==> src/verilog/icmu_settings.svh <==
// Widths are fixed by the 32-bit context header layout; ICMU_IRQ_COUNT must not exceed 8.
`ifndef ICMU_SETTINGS_SVH
`define ICMU_SETTINGS_SVH

// Context word width. The header layout only fits 32.
`define ICMU_DW 32

// Words per context bank and the matching index width.
`define ICMU_DEPTH 8
`define ICMU_IDX_W 3

// Interrupt lines, one per block mask bit at most.
`define ICMU_IRQ_COUNT 8
`define ICMU_IRQ_ID_W 3

// Handler address and block mask fields of the header word.
`define ICMU_ADDR_W 24
`define ICMU_MASK_W 8

`endif

==> src/verilog/icmu_pkg.sv <==
// Word 0 of a context bank is the header; the other words carry no decoded meaning here.
`include "icmu_settings.svh"

package icmu_pkg;

    // Handler address sits in the upper 24 bits, block mask in the low byte.
    typedef struct packed {
        logic [`ICMU_ADDR_W-1:0] handler_addr;
        logic [`ICMU_MASK_W-1:0] block_mask;   // A set bit blocks the line of that index.
    } ctx_header_t;

    // One context word, seen either as raw data or as a header.
    typedef union packed {
        logic [`ICMU_DW-1:0] raw;
        ctx_header_t         header;
    } ctx_word_u;

    // Host write into the shadow bank.
    typedef struct packed {
        logic                   valid;
        logic [`ICMU_IDX_W-1:0] index;
        ctx_word_u              data;
    } ctx_wr_t;

    // What the processor receives for one taken interrupt.
    typedef struct packed {
        logic [`ICMU_IRQ_ID_W-1:0] irq_id;
        logic [`ICMU_ADDR_W-1:0]   handler_addr;
    } dispatch_t;

endpackage

==> src/verilog/context_double_buffer.sv <==
// Writes always go to the shadow bank; a write in the same cycle as a swap lands in the new active bank.
`include "icmu_settings.svh"

module context_double_buffer (
    input  logic                   clk,
    input  logic                   rst_sync,
    input  icmu_pkg::ctx_wr_t      wr,
    input  logic                   swap,
    input  logic [`ICMU_IDX_W-1:0] rd_index,
    output logic [`ICMU_DW-1:0]    rd_data,
    output icmu_pkg::ctx_header_t  active_header,
    output logic                   active_bank
);

    icmu_pkg::ctx_word_u bank [2][`ICMU_DEPTH];
    logic                sel;   // Index of the active bank.

    always_ff @(posedge clk) begin
        if (rst_sync) begin
            sel <= 1'b0;
        end else if (swap) begin
            sel <= ~sel;   // The shadow bank becomes active.
        end
    end

    // Both banks start cleared, so the first active header blocks nothing.
    always_ff @(posedge clk) begin
        if (rst_sync) begin
            for (int b = 0; b < 2; b++) begin
                for (int w = 0; w < `ICMU_DEPTH; w++) begin
                    bank[b][w] <= '0;
                end
            end
        end else if (wr.valid) begin
            bank[~sel][wr.index] <= wr.data;
        end
    end

    always_ff @(posedge clk) begin
        if (rst_sync) begin
            rd_data <= '0;
        end else begin
            rd_data <= bank[sel][rd_index].raw;   // One cycle read latency.
        end
    end

    // Header view of word 0, valid as soon as the bank select changes.
    assign active_header = bank[sel][0].header;
    assign active_bank   = sel;

endmodule

==> src/verilog/context_switch_ctrl.sv <==
// One interrupt in flight at a time; dispatch_req rises two cycles after swap so the new header is used.
`include "icmu_settings.svh"

module context_switch_ctrl (
    input  logic                      clk,
    input  logic                      rst_sync,
    input  logic                      arb_req,
    input  logic [`ICMU_IRQ_ID_W-1:0] arb_id,
    input  icmu_pkg::ctx_header_t     active_header,
    output logic                      arb_ack,
    output logic                      swap,
    output logic                      dispatch_req,
    output icmu_pkg::dispatch_t       dispatch,
    input  logic                      dispatch_ack,
    output logic                      busy
);

    localparam logic [2:0] ST_IDLE     = 3'd0;
    localparam logic [2:0] ST_SWAP     = 3'd1;
    localparam logic [2:0] ST_DISPATCH = 3'd2;
    localparam logic [2:0] ST_ACK_LOW  = 3'd3;
    localparam logic [2:0] ST_RELEASE  = 3'd4;
    localparam logic [2:0] ST_REQ_LOW  = 3'd5;

    logic [2:0] state;
    logic       latch_dispatch;

    // First cycle of ST_DISPATCH, the bank has already toggled.
    assign latch_dispatch = (state == ST_DISPATCH) && !dispatch_req;

    always_ff @(posedge clk) begin
        if (rst_sync) begin
            state        <= ST_IDLE;
            swap         <= 1'b0;
            busy         <= 1'b0;
            dispatch_req <= 1'b0;
            arb_ack      <= 1'b0;
        end else begin
            case (state)
                ST_IDLE: begin
                    if (arb_req) begin
                        swap  <= 1'b1;
                        busy  <= 1'b1;   // Host must stop writing the shadow bank.
                        state <= ST_SWAP;
                    end
                end
                ST_SWAP: begin
                    swap  <= 1'b0;   // One-cycle pulse.
                    state <= ST_DISPATCH;
                end
                ST_DISPATCH: begin
                    if (latch_dispatch) begin
                        dispatch_req <= 1'b1;
                    end else if (dispatch_ack) begin
                        dispatch_req <= 1'b0;
                        state        <= ST_ACK_LOW;
                    end
                end
                ST_ACK_LOW: begin
                    if (!dispatch_ack) begin
                        state <= ST_RELEASE;
                    end
                end
                ST_RELEASE: begin
                    arb_ack <= 1'b1;   // Dispatch is complete, let the arbiter go.
                    state   <= ST_REQ_LOW;
                end
                ST_REQ_LOW: begin
                    if (!arb_req) begin
                        arb_ack <= 1'b0;
                        busy    <= 1'b0;
                        state   <= ST_IDLE;
                    end
                end
                default: begin
                    state <= ST_IDLE;
                end
            endcase
        end
    end

    // The winner from the arbiter joined with the handler of the context now active.
    always_ff @(posedge clk) begin
        if (latch_dispatch) begin
            dispatch.irq_id       <= arb_id;
            dispatch.handler_addr <= active_header.handler_addr;
        end
    end

endmodule

==> src/verilog/icmu_top.sv <==
// Host writes are only safe while busy is low; the processor must clear the served line before dispatch_ack.
`include "icmu_settings.svh"

module icmu_top (
    input  logic                       clk,
    input  logic                       rst_sync,
    input  icmu_pkg::ctx_wr_t          ctx_wr,
    input  logic [`ICMU_IDX_W-1:0]     rd_index,
    output logic [`ICMU_DW-1:0]        rd_data,
    output logic                       active_bank,
    input  logic [`ICMU_IRQ_COUNT-1:0] irq_pending,
    output logic                       dispatch_req,
    output icmu_pkg::dispatch_t        dispatch,
    input  logic                       dispatch_ack,
    output logic                       busy
);

    icmu_pkg::ctx_header_t     active_header;
    logic                      swap;
    logic                      arb_req;
    logic                      arb_ack;
    logic [`ICMU_IRQ_ID_W-1:0] arb_id;

    context_double_buffer u_buffer (
        .clk           (clk),
        .rst_sync      (rst_sync),
        .wr            (ctx_wr),
        .swap          (swap),
        .rd_index      (rd_index),
        .rd_data       (rd_data),
        .active_header (active_header),
        .active_bank   (active_bank)
    );

    // Mask comes from the context active before the switch.
    irq_priority_arbiter u_arbiter (
        .clk           (clk),
        .rst_sync      (rst_sync),
        .irq_pending   (irq_pending),
        .active_header (active_header),
        .arb_ack       (arb_ack),
        .arb_req       (arb_req),
        .arb_id        (arb_id)
    );

    context_switch_ctrl u_ctrl (
        .clk           (clk),
        .rst_sync      (rst_sync),
        .arb_req       (arb_req),
        .arb_id        (arb_id),
        .active_header (active_header),
        .arb_ack       (arb_ack),
        .swap          (swap),
        .dispatch_req  (dispatch_req),
        .dispatch      (dispatch),
        .dispatch_ack  (dispatch_ack),
        .busy          (busy)
    );

endmodule

==> src/verilog/irq_priority_arbiter.sv <==
// Fixed priority, lowest line index wins; pending lines must be held by the source until served.
`include "icmu_settings.svh"

module irq_priority_arbiter (
    input  logic                       clk,
    input  logic                       rst_sync,
    input  logic [`ICMU_IRQ_COUNT-1:0] irq_pending,
    input  icmu_pkg::ctx_header_t      active_header,
    input  logic                       arb_ack,
    output logic                       arb_req,
    output logic [`ICMU_IRQ_ID_W-1:0]  arb_id
);

    localparam logic [1:0] ST_IDLE     = 2'd0;
    localparam logic [1:0] ST_REQ      = 2'd1;
    localparam logic [1:0] ST_ACK_WAIT = 2'd2;

    logic [1:0]                 state;
    logic [`ICMU_IRQ_COUNT-1:0] eligible;
    logic [`ICMU_IRQ_ID_W-1:0]  win_id;

    assign eligible = irq_pending & ~active_header.block_mask[`ICMU_IRQ_COUNT-1:0];

    // Scan from the top so the lowest set index is the one left standing.
    always_comb begin
        win_id = '0;
        for (int i = `ICMU_IRQ_COUNT - 1; i >= 0; i--) begin
            if (eligible[i]) begin
                win_id = `ICMU_IRQ_ID_W'(i);
            end
        end
    end

    always_ff @(posedge clk) begin
        if (rst_sync) begin
            state   <= ST_IDLE;
            arb_req <= 1'b0;
            arb_id  <= '0;
        end else begin
            case (state)
                ST_IDLE: begin
                    if (|eligible && !arb_ack) begin
                        arb_req <= 1'b1;
                        arb_id  <= win_id;   // Held until the controller acknowledges.
                        state   <= ST_REQ;
                    end
                end
                ST_REQ: begin
                    if (arb_ack) begin
                        arb_req <= 1'b0;
                        state   <= ST_ACK_WAIT;
                    end
                end
                ST_ACK_WAIT: begin
                    if (!arb_ack) begin
                        state <= ST_IDLE;   // Handshake closed, free to arbitrate again.
                    end
                end
                default: begin
                    state <= ST_IDLE;
                end
            endcase
        end
    end

endmodule
==> config.mk <==
export PLATFORM = sky130hd
export DESIGN_NAME = icmu_top
export DESIGN_NICKNAME = d
export VERILOG_FILES = /design/src/verilog/icmu_pkg.sv /design/src/verilog/context_double_buffer.sv /design/src/verilog/context_switch_ctrl.sv /design/src/verilog/icmu_top.sv /design/src/verilog/irq_priority_arbiter.sv
export VERILOG_INCLUDE_DIRS = /design/src /design/src/verilog
export SDC_FILE = /design/constraint.sdc
export NUM_CORES = 1
export LEC_CHECK = 0
export BUFFER_PORTS_ARGS = -buffer_cell sky130_fd_sc_hd__buf_2
export CORE_MARGIN = 8
export CORE_UTILIZATION = 40
export DETAILED_ROUTE_END_ITERATION = 6
export PLACE_DENSITY = 0.68
export SLEW_MARGIN = 10
export SYNTH_ARGS = -nofsm -noshare
export SYNTH_HDL_FRONTEND = slang
export SYNTH_SLANG_ARGS = --single-unit
==> constraint.sdc <==
create_clock -name clk -period 3.8 [get_ports clk]
set_input_delay 0.57 -clock clk [delete_from_list [all_inputs] [get_ports clk]]
set_output_delay 0.57 -clock clk [all_outputs]
set_load 0.01 [all_outputs]
==> run_results.csv <==
group,metric,value,unit
clock_network,cts_tree,"done",
sta,setup_tns,0,ns
logic_synthesis,synthMuxAreaShare,16.4,%
clock_network,clockBufferDepth,3,
power,p_int,12.0,mW
clock_network,cts.clk_slew.worst_paths,0.06,ns
global_route,grt_pass1_wl,89000,microns
power,p_seq_share,49.2,%
logic_synthesis,ys_types,37,
clock_network,cts_setup_buffers,0,
global_route,antenna_found_initial,9,
clock_network,numCtsBuffers,57,
setup_path,slowest_stage,"dfxtp_4",
setup_path,cp.required,4.30,ns
logic_synthesis,synth-simple-area-share,10.3,%
logic_synthesis,synth_xor_area_share,0.0723,%
logic_synthesis,synth_edf_count,539,
power,p_per_area,551,mW/mm^2
global_route,grt-ovfl-total,0,
setup_path,cpMostUsedCell,"mux4_2",
final_layout,final_cell_mix,"539 x edfxtp_1, 352 x and2_1, 160 x mux4_2",
logic_synthesis,netlist_area,0.0242,sq mm
global_route,first_global_vias,13200,
logic_synthesis,synth-compound-area-share,0.888,%
setup_path,path_cells,"buf_12 > buf_4 > mux4_2 > mux4_2 > and2_1",
floorplan,std_cell_rows,90,
route,first_pass_iters,5,
clock_network,cts.repair.resized,0,
floorplan,start_util,40.3,%
route,via_per_inst,5.49,
outcome,status,"completed",
setup_path,path_buf_inv,2,
setup_path,crit_type,"reg -> reg",
place,io_buffers,111,
logic_synthesis,synth-seq-area-share,70.7,%
route,finalWirelength,60000,microns
floorplan,io_pins,112,
floorplan,fp.dieArea,0.0687,sq mm
sta,drv_slew,0,
setup_path,cp_max_fo,25,
sta,hold_violations,0,
logic_synthesis,synth_top_family_by_area,"multiplexers",
power,p_comb_share,10.9,%
global_route,grtUsageTotal,17.7,%
logic_synthesis,synth_cells,1318,
sta,whs,0.239,ns
logic_synthesis,ys.flop_type,"edfxtp_1",
floorplan,core,0.0601,sq mm
final_layout,final_layout_size_suffix_gt1_share,29.6,%
sta,fin_worst_skew,0.0352,ns
route,route.detailed.drc,0,
logic_synthesis,ys_ff_latch,586,
power,power,15.5,mW
clock_network,cts_hold_buf,0,
clock_network,htree_levels,2,
power,switching_share,23.0,%
sta,fmax,0.388,GHz
route,ant_nets,0,
clock_network,cts.root.buffer_cell,"clkbuf_16",
final_layout,regArea,0.0171,sq mm
power,peakVddDrop,0.370,mV
logic_synthesis,avgSynthCellArea,18.4,sq um
final_layout,multiInputGateArea,0.00689,sq mm
floorplan,die_x,262,microns
setup_path,worst_setup_path_end_kind,"flip-flop",
power,p_leak,10.1,nW
clock_network,clkLatencyLatePin,0.64,ns
sta,rsz0062_at_grt,"no",
power,p_clk_share,39.8,%
global_route,grt_max_degree,33,
setup_path,critical_path.top_delay_family,"multiplexers",
logic_synthesis,async_flop_share,0,%
sta,slew_headroom,30.2,%
logic_synthesis,synthAdderAreaFrac,0,%
final_layout,fin_nets,1511,
sta,worstMarginPinSlew,1.04,ns
clock_network,cts_sinks,586,
final_layout,layout-area-overhead-vs-synth,16.3,%
min_path,hold_path_class,"in -> reg",
logic_synthesis,synth_warnings,0,
final_layout,nFillCells,5018,
floorplan,die_y,262,microns
setup_path,cp-start-kind,"flip-flop",
sta,setup_viol,0,
run,maxCapViolations,0,
route,drtIter0Drc,1116,
setup_path,slowest_delay,0.70,ns
sta,min_period,2.57,ns
final_layout,final_common_cell,"edfxtp_1",
place,dp_hpwl,35900,microns
place,gp_congestion,0.768,
logic_synthesis,synth_nets,1368,
route,num_vias,12600,
sta,min_period_over_period,67.8,%
power,power.switching,3.57,mW
setup_path,crit_arrival,3.07,ns
route,wire_per_inst,26.2,microns
[final cells by class]
class / count / area share [%]
diodes: 4 / 0.0355
clock buffers: 69 / 5.40
repair buffers: 164 / 3.89
well taps: 782 / 3.47
clock inverters: 38 / 1.92
inverters: 3 / 0.0400
multi-input cells: 649 / 24.4
flip-flops and latches: 586 / 60.8
[cell usage after synthesis, types with 2 or more instances]
library cell / number / area share [%]
nand2_1: 19 / 0.29
mux2_1: 24 / 1.1
o21ai_1: 12 / 0.25
buf_2: 12 / 0.25
nand2b_1: 3 / 0.077
nand3b_1: 3 / 0.093
and3_1: 2 / 0.052
or2_1: 3 / 0.077
and2_1: 352 / 9.1
a21oi_1: 9 / 0.19
mux2i_1: 9 / 0.37
clkbuf_1: 57 / 0.88
a22oi_1: 4 / 0.12
dfxtp_1: 47 / 3.9
nor3_1: 9 / 0.19
buf_6: 9 / 0.42
inv_1: 2 / 0.031
edfxtp_1: 539 / 67
mux4_2: 160 / 15
nor2_1: 24 / 0.37
a32o_1: 2 / 0.083
a31oi_1: 2 / 0.052
[sequential cells by signal, indices dropped and copies added, names as in the netlist, named ones only]
name	count
u_arbiter.arb_req	1
u_ctrl.dispatch_req	1
u_ctrl.state	3
u_arbiter.state	2
u_buffer.bank	512
u_buffer.active_bank	1
u_arbiter.arb_id	3
u_ctrl.swap	1
u_ctrl.dispatch	27
u_ctrl.busy	1
u_buffer.rd_data	32
u_ctrl.arb_ack	1
[worst paths after layout]
kind                                    start  cells after the start  slack [ns]                              end
min reg2reg  u_arbiter.arb_id[2]$_SDFFE_PP0P_                      0        0.43    u_ctrl.dispatch[26]$_DFFE_PP_
max reg2reg                         flip-flop                      5        1.23  u_buffer.rd_data[20]$_SDFF_PP0_
min                              dispatch_ack                      3        0.24     u_ctrl.state[1]$_SDFFE_PP0P_
max                                 flip-flop                      5        1.23  u_buffer.rd_data[20]$_SDFF_PP0_
[metrics by stage]
step / std cells / instance area, sq um / utilization, % / setup slack (ns)
2_1_floorplan: 1318 / 24200 / - / 0.189
3_3_place_gp: 2184 / 26100 / 43.4 / 0.971
3_5_place_dp: 2184 / 26100 / 43.4 / 0.948
4_1_cts: 2291 / 28200 / 46.8 / 1.17
5_1_grt: 2294 / 28200 / 46.9 / 1.09
6_report: 2295 / 28200 / 46.9 / 1.23
[cell families after synthesis]
family	after synthesis
buffers and inverters	83
DFF	586
and+or+nand+nor	419
AOI/OAI and AO/OA	35
xor gates and xnor gates	2
muxes	193
[per-layer routing]
| layer | vias up | part of all wire, % | routed length, microns | GRT usage, % |
|---|---|---|---|---|
| li1 | 5383 | - | - | - |
| met1 | 6604 | 42 | 25200 | 24.2 |
| met2 | 528 | 48 | 29000 | 28.9 |
| met3 | 87 | 7.8 | 4660 | 3.67 |
| met4 | 4 | 2.0 | 1210 | 4.15 |
| met5 | - | 0.038 | 23 | 0 |
[tightest hold or removal path: cells and delay by family]
family,cells,cell delay (ns)
and+or+nand+nor,2,0.15
buffers and inverters,1,0.12
[power by group through the flow]
| stage | clock network [mW] | logic [mW] | registers, mW |
|---|---|---|---|
| 2_1_floorplan | 0 | 1.14 | 7.73 |
| 3_3_place_gp | 0 | 1.72 | 7.76 |
| 3_5_place_dp | 0 | 1.73 | 7.78 |
| 4_1_cts | 6.27 | 1.74 | 7.64 |
| 5_1_grt | 6.50 | 1.83 | 7.68 |
| 6_report | 6.18 | 1.70 | 7.64 |
Note: power is estimated with default switching activity, not from simulation.
